**src/common/dcr_pkg.sv**
```systemverilog
// Configuration write definitions
`default_nettype none

package dcr_pkg;

    //**********************************************************
    // Sizes
    //**********************************************************

    localparam int unsigned NUM_REGIONS  = 4;
    localparam int unsigned REGION_WORDS = 8;

    //**********************************************************
    // Types
    //**********************************************************

    // Raw write address and data as seen on the configuration bus
    typedef logic [11:0] dcr_addr_t;
    typedef logic [31:0] dcr_data_t;

    // Target state block of a decoded write
    typedef enum logic [1:0] {
        region_base   = 2'd0,
        region_tex    = 2'd1,
        region_raster = 2'd2,
        region_rop    = 2'd3
    } dcr_region_t;

    // Word offset inside one region
    typedef logic [2:0] dcr_index_t;

    //**********************************************************
    // Address map
    //**********************************************************

    // Each region spans [begin, begin + REGION_WORDS)
    localparam dcr_addr_t BASE_STATE_BEGIN   = 12'h100;
    localparam dcr_addr_t TEX_STATE_BEGIN    = 12'h200;
    localparam dcr_addr_t RASTER_STATE_BEGIN = 12'h300;
    localparam dcr_addr_t ROP_STATE_BEGIN    = 12'h400;

endpackage

`default_nettype wire

```
**src/common/dcr_wr_if.sv**
```systemverilog
// Decoded configuration write
`timescale 1ns/1ps
`default_nettype none

interface dcr_wr_if;

    import dcr_pkg::*;

    // One-cycle strobe, fields below only hold meaning while it is high
    logic        wr_valid;
    dcr_region_t wr_region;
    dcr_index_t  wr_index;
    dcr_data_t   wr_data;

    // Decode stage side
    modport source (
        output wr_valid,
        output wr_region,
        output wr_index,
        output wr_data
    );

    // State bank side
    modport sink (
        input wr_valid,
        input wr_region,
        input wr_index,
        input wr_data
    );

endinterface

`default_nettype wire

```
**src/dcr/dcr_range_decode.sv**
```systemverilog
// Configuration write range decoder
`timescale 1ns/1ps
`default_nettype none

module dcr_range_decode (
    input  logic               clk,
    input  logic               rst_n,

    input  logic               write_valid,
    input  dcr_pkg::dcr_addr_t write_addr,
    input  dcr_pkg::dcr_data_t write_data,

    dcr_wr_if.source           wr,

    output logic               busy
);

    import dcr_pkg::*;

    // True when addr falls inside the region starting at lo
    function automatic logic in_range(input dcr_addr_t addr, input dcr_addr_t lo);
        dcr_addr_t hi;
        hi = lo + dcr_addr_t'(REGION_WORDS);
        return (addr >= lo) && (addr < hi);
    endfunction

    logic [NUM_REGIONS-1:0] hit;
    dcr_region_t            region;
    dcr_addr_t              offset;

    logic                   valid_q;
    dcr_region_t            region_q;
    dcr_index_t             index_q;
    dcr_data_t              data_q;

    //**********************************************************
    // Address match
    //**********************************************************

    // Every range is checked on its own so overlaps stay visible
    always_comb begin
        hit    = '0;
        region = region_base;
        offset = '0;
        if (in_range(write_addr, BASE_STATE_BEGIN)) begin
            hit[region_base] = 1'b1;
            region           = region_base;
            offset           = write_addr - BASE_STATE_BEGIN;
        end
        if (in_range(write_addr, TEX_STATE_BEGIN)) begin
            hit[region_tex] = 1'b1;
            region          = region_tex;
            offset          = write_addr - TEX_STATE_BEGIN;
        end
        if (in_range(write_addr, RASTER_STATE_BEGIN)) begin
            hit[region_raster] = 1'b1;
            region             = region_raster;
            offset             = write_addr - RASTER_STATE_BEGIN;
        end
        if (in_range(write_addr, ROP_STATE_BEGIN)) begin
            hit[region_rop] = 1'b1;
            region          = region_rop;
            offset          = write_addr - ROP_STATE_BEGIN;
        end
    end

    //**********************************************************
    // Write buffer
    //**********************************************************

    // Unmatched writes are dropped here
    always_ff @(posedge clk) begin
        if (!rst_n) begin
            valid_q <= 1'b0;
        end else begin
            valid_q <= write_valid && (|hit);
        end
    end

    always_ff @(posedge clk) begin
        if (write_valid) begin
            region_q <= region;
            index_q  <= dcr_index_t'(offset);
            data_q   <= write_data;
        end
    end

    assign wr.wr_valid  = valid_q;
    assign wr.wr_region = region_q;
    assign wr.wr_index  = index_q;
    assign wr.wr_data   = data_q;

    // Only the buffered write can still be outstanding
    assign busy = valid_q;

    // Address map must not overlap
    a_single_region : assert property (
        @(posedge clk) disable iff (!rst_n)
        write_valid |-> $onehot0(hit)
    );

endmodule

`default_nettype wire

```
**src/dcr/dcr_state_bank.sv**
```systemverilog
// Configuration state bank
`timescale 1ns/1ps
`default_nettype none

module dcr_state_bank (
    input  logic                 clk,
    input  logic                 rst_n,

    dcr_wr_if.sink               wr,

    input  logic                 rd_en,
    input  dcr_pkg::dcr_region_t rd_region,
    input  dcr_pkg::dcr_index_t  rd_index,
    output logic                 rd_valid,
    output dcr_pkg::dcr_data_t   rd_data
);

    import dcr_pkg::*;

    // One row per region
    dcr_data_t state_q [NUM_REGIONS][REGION_WORDS];

    logic      rd_valid_q;
    dcr_data_t rd_data_q;

    //**********************************************************
    // State update
    //**********************************************************

    // Units expect a known zero state until software programs them
    always_ff @(posedge clk) begin
        if (!rst_n) begin
            for (int r = 0; r < NUM_REGIONS; r++) begin
                for (int w = 0; w < REGION_WORDS; w++) begin
                    state_q[r][w] <= '0;
                end
            end
        end else if (wr.wr_valid) begin
            state_q[wr.wr_region][wr.wr_index] <= wr.wr_data;
        end
    end

    //**********************************************************
    // Readback
    //**********************************************************

    always_ff @(posedge clk) begin
        if (!rst_n) begin
            rd_valid_q <= 1'b0;
        end else begin
            rd_valid_q <= rd_en;
        end
    end

    // A write on the same edge is not seen yet
    always_ff @(posedge clk) begin
        if (rd_en) begin
            rd_data_q <= state_q[rd_region][rd_index];
        end
    end

    assign rd_valid = rd_valid_q;
    assign rd_data  = rd_data_q;

    // Decode stage must hand over a clean target with every strobe
    a_known_target : assert property (
        @(posedge clk) disable iff (!rst_n)
        wr.wr_valid |-> !$isunknown({wr.wr_region, wr.wr_index})
    );

endmodule

`default_nettype wire

```
**src/hdl/cluster_dcr_fabric.sv**
```systemverilog
// Cluster configuration write distributor
`timescale 1ns/1ps
`default_nettype none

module cluster_dcr_fabric (
    input  logic                 clk,
    input  logic                 rst_n,

    // Raw configuration write
    input  logic                 write_valid,
    input  dcr_pkg::dcr_addr_t   write_addr,
    input  dcr_pkg::dcr_data_t   write_data,

    // State readback
    input  logic                 rd_en,
    input  dcr_pkg::dcr_region_t rd_region,
    input  dcr_pkg::dcr_index_t  rd_index,
    output logic                 rd_valid,
    output dcr_pkg::dcr_data_t   rd_data,

    // High while a decoded write is in flight
    output logic                 busy
);

    //**********************************************************
    // Decoded write between the two stages
    //**********************************************************

    dcr_wr_if wr_bus ();

    //**********************************************************
    // Range decode and write buffer
    //**********************************************************

    dcr_range_decode i_range_decode (
        .clk         (clk),
        .rst_n       (rst_n),
        .write_valid (write_valid),
        .write_addr  (write_addr),
        .write_data  (write_data),
        .wr          (wr_bus.source),
        .busy        (busy)
    );

    //**********************************************************
    // Per-region state storage
    //**********************************************************

    // Stands in for the state copies held by the base, texture,
    // raster and raster-op units
    dcr_state_bank i_state_bank (
        .clk       (clk),
        .rst_n     (rst_n),
        .wr        (wr_bus.sink),
        .rd_en     (rd_en),
        .rd_region (rd_region),
        .rd_index  (rd_index),
        .rd_valid  (rd_valid),
        .rd_data   (rd_data)
    );

endmodule

`default_nettype wire

```
**config.mk**
```make
export PLATFORM = sky130hd
export DESIGN_NAME = cluster_dcr_fabric
export DESIGN_NICKNAME = d
export VERILOG_FILES = /design/src/common/dcr_pkg.sv /design/src/common/dcr_wr_if.sv /design/src/dcr/dcr_range_decode.sv /design/src/dcr/dcr_state_bank.sv /design/src/hdl/cluster_dcr_fabric.sv
export SDC_FILE = /design/constraint.sdc
export NUM_CORES = 1
export LEC_CHECK = 0
export BUFFER_PORTS_ARGS = -buffer_cell sky130_fd_sc_hd__buf_2
export CAP_MARGIN = 20
export CORE_MARGIN = 5
export CORE_UTILIZATION = 55
export CTS_BUF_LIST = sky130_fd_sc_hd__clkbuf_16
export CTS_CLUSTER_SIZE = 24
export DETAILED_ROUTE_END_ITERATION = 10
export HOLD_SLACK_MARGIN = 0.02
export MAX_ROUTING_LAYER = met4
export PLACE_DENSITY = 0.82
export RECOVER_POWER = 50
export SETUP_SLACK_MARGIN = 0.5
export SYNTH_ARGS = -nofsm -noshare
export SYNTH_HDL_FRONTEND = slang
export SYNTH_SLANG_ARGS = --single-unit
```
**constraint.sdc**
```tcl
create_clock -name clk -period 8.8 [get_ports clk]
set_clock_uncertainty 0.1 [all_clocks]
set_input_delay 0.88 -clock clk [delete_from_list [all_inputs] [get_ports clk]]
set_output_delay 0.88 -clock clk [all_outputs]
set_load 0.05 [all_outputs]
```
# Word-level counts from Yosys, hierarchy flattened
# Memory sizes are Yosys's and may differ from the RTL's.
# Index checks and enable logic that the tools add are counted.
# Widths: inputs -> output; s select.
[classes] n_reduce_logical=9 n_mux=22 addsub=4 n_lt_le_gt_ge=11 n_bitwise=2
[op_table] cell="$mux 256" n=3
[op_table] cell="$reduce_or 256->1" n=1
[op_table] cell="$bmux 32 s3" n=1
[op_table] cell="$demux 32 s3" n=1
[op_table] cell="$mux 32" n=3
[op_table] cell="$ge 12x10->1 const B" n=2
[op_table] cell="$lt 12x10->1 const B" n=2
[op_table] cell="$ge 12x11->1 const B" n=1
[op_table] cell="$ge 12x9->1 const B" n=1
[op_table] cell="$lt 12x11->1 const B" n=1
[op_table] cell="$lt 12x9->1 const B" n=1
[op_table] cell="$mux 3" n=4
[op_table] cell="$sub 3x1->3 const B" n=4
[op_table] cell="$mux 1" n=9
[op_table] cell="$ge 4x4->1 const B" n=2
[op_table] cell="$not 3->4" n=2
[op_table] cell="$logic_and 1x1->1" n=6
[op_table] cell="$lt 4x1->1 const B" n=1
[op_table] cell="$reduce_or 4->1" n=1
[op_table] cell="$mux 2" n=1
[op_table] cell="$reduce_or 2->1" n=1
[totals] regBits=71 elab_cells=56 mem_bits_rw=1024 n_memories=1
[mem_list] memory="i_state_bank.state_q" words=4 width=256 rd=1 rd_ports_with_merged_regs=0 wr=4 line="dcr_state_bank.sv:21" text="dcr_data_t state_q [NUM_REGIONS][REGION_WORDS];"

# Depth between registers and ports, before layout
[depth] word_depth=8 depth_mapped=8 mapped_depth_nobuf=5

# By module
# A second synthesis with hierarchy kept.
[hier_totals] hier_cells=3574 hier_area_um2=49520.0
[modules_own_cells] mod="dcr_state_bank" area_each_um2=48266.3 cells_per_inst=3522 instances=1
[modules_own_cells] mod="dcr_range_decode" area_each_um2=1253.7 cells_per_inst=52 instances=1

# Worst setup path before layout
# Ideal clock, no wire load.
[synth_path] kind="input port to flip-flop" startpoint="input rst_n" endpoint="memory i_state_bank.state_q[0][224] (netlist name) (enable)" n_path_buf=0 required_ns=8.234 slack_ns=4.653 t_arrival_ns=3.581 path_stages=4 cell_sequence="nand2_1 -> nor2_4 -> nand2_1 -> o21ai_0"
[synth_lines] element="from (decl)" line="cluster_dcr_fabric.sv:7" text="input logic rst_n,"
[synth_lines] element="to (decl)" line="dcr_state_bank.sv:21"

==> metrics.md <==
| Metric | Value |
|---|---|
| CP max-delay cell | clkbuf_1 |
| H-Tree Depth | 3 |
| Die height | 310 µm |
| Synth Register Bits | 1,095 |
| Max-slew headroom | -107% |
| Post-cts resize count | 0 |
| Failing checks | max-capacitance violations, max-slew violations |
| Initial antenna violation count | 1 |
| Die X | 310 µm |
| DR iter-0 viols | 3,095 |
| Layout area overhead | 8.44% |
| Worst stage delay on the critical path | 1.86 ns |
| Die area | 96,100 µm² |
| Crit path max-delay family | buffers and inverters |
| Critical path capture point type | flip-flop |
| Synthesized area per cell | 13.8 µm² |
| Leakage power total | 20.7 nW |
| Max frequency | 0.171 GHz |
| Worst EP required | 8.94 ns |
| Critical Path Most Common Cell | clkbuf_1 |
| Clock root buffer | clkbuf_16 |
| Mapped cell area | 49,500 µm² |
| Final Max Slew Viols | 990 |
| Vias in the first global route | 29.8k |
| Most frequent cells in the layout | edfxtp_1 (1,093), and2_1 (788), mux2i_1 (512), and2_0 (240) |
| Seq/Total Area, Yosys | 66.4% |
| Rows | 110 |
| Worst-Skew Late Latency | 0.67 ns |
| Crit-path cells | clkbuf_1 -> and3_1 -> nand3_4 -> o21ai_0 -> clkbuf_1 |
| Power density over the cells | 203 nW/µm² |
| Fin. Hold Viols | 0 |
| CTS Buf Count | 104 |
| Residual DRC | 0 |
| Status | finished with violations |
| Initial Util | 55.2% |
| Clk buf depth | 3 |
| Final #Nets | 3,561 |
| Filler cell count | 6,658 |
| Yosys warning count | 0 |
| Async set-reset flop share out of synthesis | 0% |
| Share of cells above drive strength 1 | 7.48% |
| Avg WL per Cell | 25.8 µm |
| Total negative slack | 0 ns |
| Critical Path Fanout Max | 36 |
| Slew of the pin with the lowest slew margin | 3.09 ns |
| Placed Cells incl. Taps | 4,573 |
| DR vias/cell | 6.09 |
| Gr usage total | 26.0% |
| Final worst path period share | 66.3% |
| Synthesized instance count | 3,576 |
| Number of placed I/O pins | 87 |
| IR drop worst, VDD | 0.155 mV |
| Hold_buf cts | 0 |
| Core area | 89,700 µm² |
| Worst Path Class, Setup | in2reg |
| CP startpoint kind | input port |
| Pre-antenna DRT Iters | 7 |
| Max Cap Viol | 31 |
| Port bufs | 86 |
| Syn Nets | 3,629 |
| Largest net degree at the start of global routing | 133 |
| Finished Layout Cells | 4,762 |
| Cell variety after synth | 35 |
| Vias | 29.0k |
| TritonCTS Sinks | 1,095 |
| Setup Fix Bufs, Post-CTS | 0 |
| Final Setup Violations | 0 |
| Final Routed Wirelength | 123 mm |
| DP HPWL | 66.7 mm |
| Worst Hold Class | in2reg |
| Final GP Congestion | 0.808 |
| EDFF count, synth | 1,093 |
| GR Overflow Total | 0 |
| First-pass GRT wire length | 182 mm |
| Critical Path AT | 5.97 ns |
| Post-route minimum period | 5.84 ns |
| Top FF cell, synth | edfxtp_1 |
| Routed Antenna Nets | 0 |
| Clock tree from TritonCTS | built |
| RSZ-0062 raised after global routing | false |
| Clock transition at path regs | 0.06 ns |
| Most common cell after layout, fill and taps aside | edfxtp_1 |
| Worst Path Buf+Inv | 2 |
-- stage by stage --
step           power (mW)  area [µm²]  hold WS [ns]  util (%)  setup slack (ns)
2_1_floorplan        6.52       49500         0.482         -              4.65
3_3_place_gp         6.77       50800         0.555      56.6              4.57
3_5_place_dp         6.79       50900         0.568      56.7              4.50
4_1_cts              10.9       54000         0.250      60.2              5.21
5_1_grt              11.2       53700         0.272      59.8              2.77
6_report             10.9       53700         0.289      59.8              2.96
-- power by group --
part | leakage [nW] | internal (mW) | total (mW) | switching [mW]
sequential | 11.7 | 5.89 | 6.03 | 0.146
clock | 1.62 | 2.33 | 4.22 | 1.88
combinational | 7.42 | 0.194 | 0.664 | 0.470
-- worst register-to-register path, stage by stage (launching register included) --
cell and delay [ns]:
dfxtp_1 0.34, nand2_1 0.06, nor2_1 0.30, nand2_1 0.52, o21ai_4 0.31, clkbuf_1 1.82
-- cells by family (layout without fill, tap and decap cells) --
| group | count (synthesis) | count (layout) | synth area share (%) |
|---|---|---|---|
| buffers and inverters | 326 | 332 | 3.21 |
| muxes | 512 | 512 | 10.3 |
| other | 0 | 4 | 0 |
| DFF | 1095 | 1095 | 66.4 |
| AOI/OAI and AO/OA | 321 | 321 | 4.30 |
| and+or+nand+nor | 1320 | 1320 | 15.8 |
| xor gates and xnor gates | 2 | 2 | 0.0354 |
-- path summary, 6_finish.rpt --
check | endpoint | from | slack, ns | depth (start not counted)
setup / recovery | i_state_bank.state_q[3][20]$_SDFFCE_PN0P_ | rst_n | 2.96 | 5
hold / removal | i_range_decode.wr.wr_data[29]$_DFFE_PP_ | write_data[29] | 0.29 | 1
setup reg to reg | i_state_bank.state_q[1][205]$_SDFFCE_PN0P_ | i_range_decode.busy$_SDFF_PN0_ | 4.87 | 5
hold reg to reg | i_state_bank.rd_data[24]$_DFFE_PP_ | i_state_bank.state_q[1][184]$_SDFFCE_PN0P_ | 0.58 | 4
-- synthesized netlist by cell type, types with 3 or more instances --
library cell | instances | share of area, %
nand2_2 | 4 | 0.051
buf_6 | 15 | 0.34
buf_4 | 31 | 0.47
clkbuf_2 | 69 | 0.70
nor2_2 | 13 | 0.16
buf_2 | 35 | 0.35
a22oi_1 | 96 | 1.5
a22o_1 | 64 | 1.1
nand2b_1 | 4 | 0.051
mux2i_1 | 512 | 10
buf_1 | 8 | 0.061
clkbuf_1 | 166 | 1.3
a31oi_1 | 32 | 0.40
o21ai_0 | 32 | 0.32
a21oi_1 | 97 | 0.98
nor2_1 | 26 | 0.20
nand3_1 | 96 | 0.97
nor3_1 | 33 | 0.33
and2_1 | 1029 | 13
nor2b_1 | 3 | 0.038
edfxtp_1 | 1093 | 66
nand2_1 | 103 | 0.78
-- per-layer routing --
layer | track usage, % | up-vias | wire, µm
met5 | - | - | 0
li1 | - | 12700 | -
met2 | 42.6 | 1579 | 60200
met4 | 9.35 | 0 | 4220
met1 | 33.3 | 14400 | 46700
met3 | 4.23 | 288 | 11700
-- final cells by class --
type | count | area, µm² | share of cell area, %
diodes | 4 | 10.0 | 0.0186
clock buffers | 104 | 2600 | 4.85
clock inverters | 76 | 529 | 0.986
multi-input cells | 2155 | 15400 | 28.6
flip-flops and latches | 1095 | 32900 | 61.2
well taps | 1176 | 1470 | 2.74
repair buffers | 152 | 868 | 1.62
-- sequential cells by signal, summed over array words and instances (netlist names) --
name	count
i_state_bank.rd_valid	1
i_state_bank.rd_data	32
i_range_decode.wr.wr_region	2
i_range_decode.wr.wr_data	32
i_state_bank.state_q	1024
i_range_decode.busy	1
i_range_decode.wr.wr_index	3
Note: power is estimated with default switching activity, not from simulation.
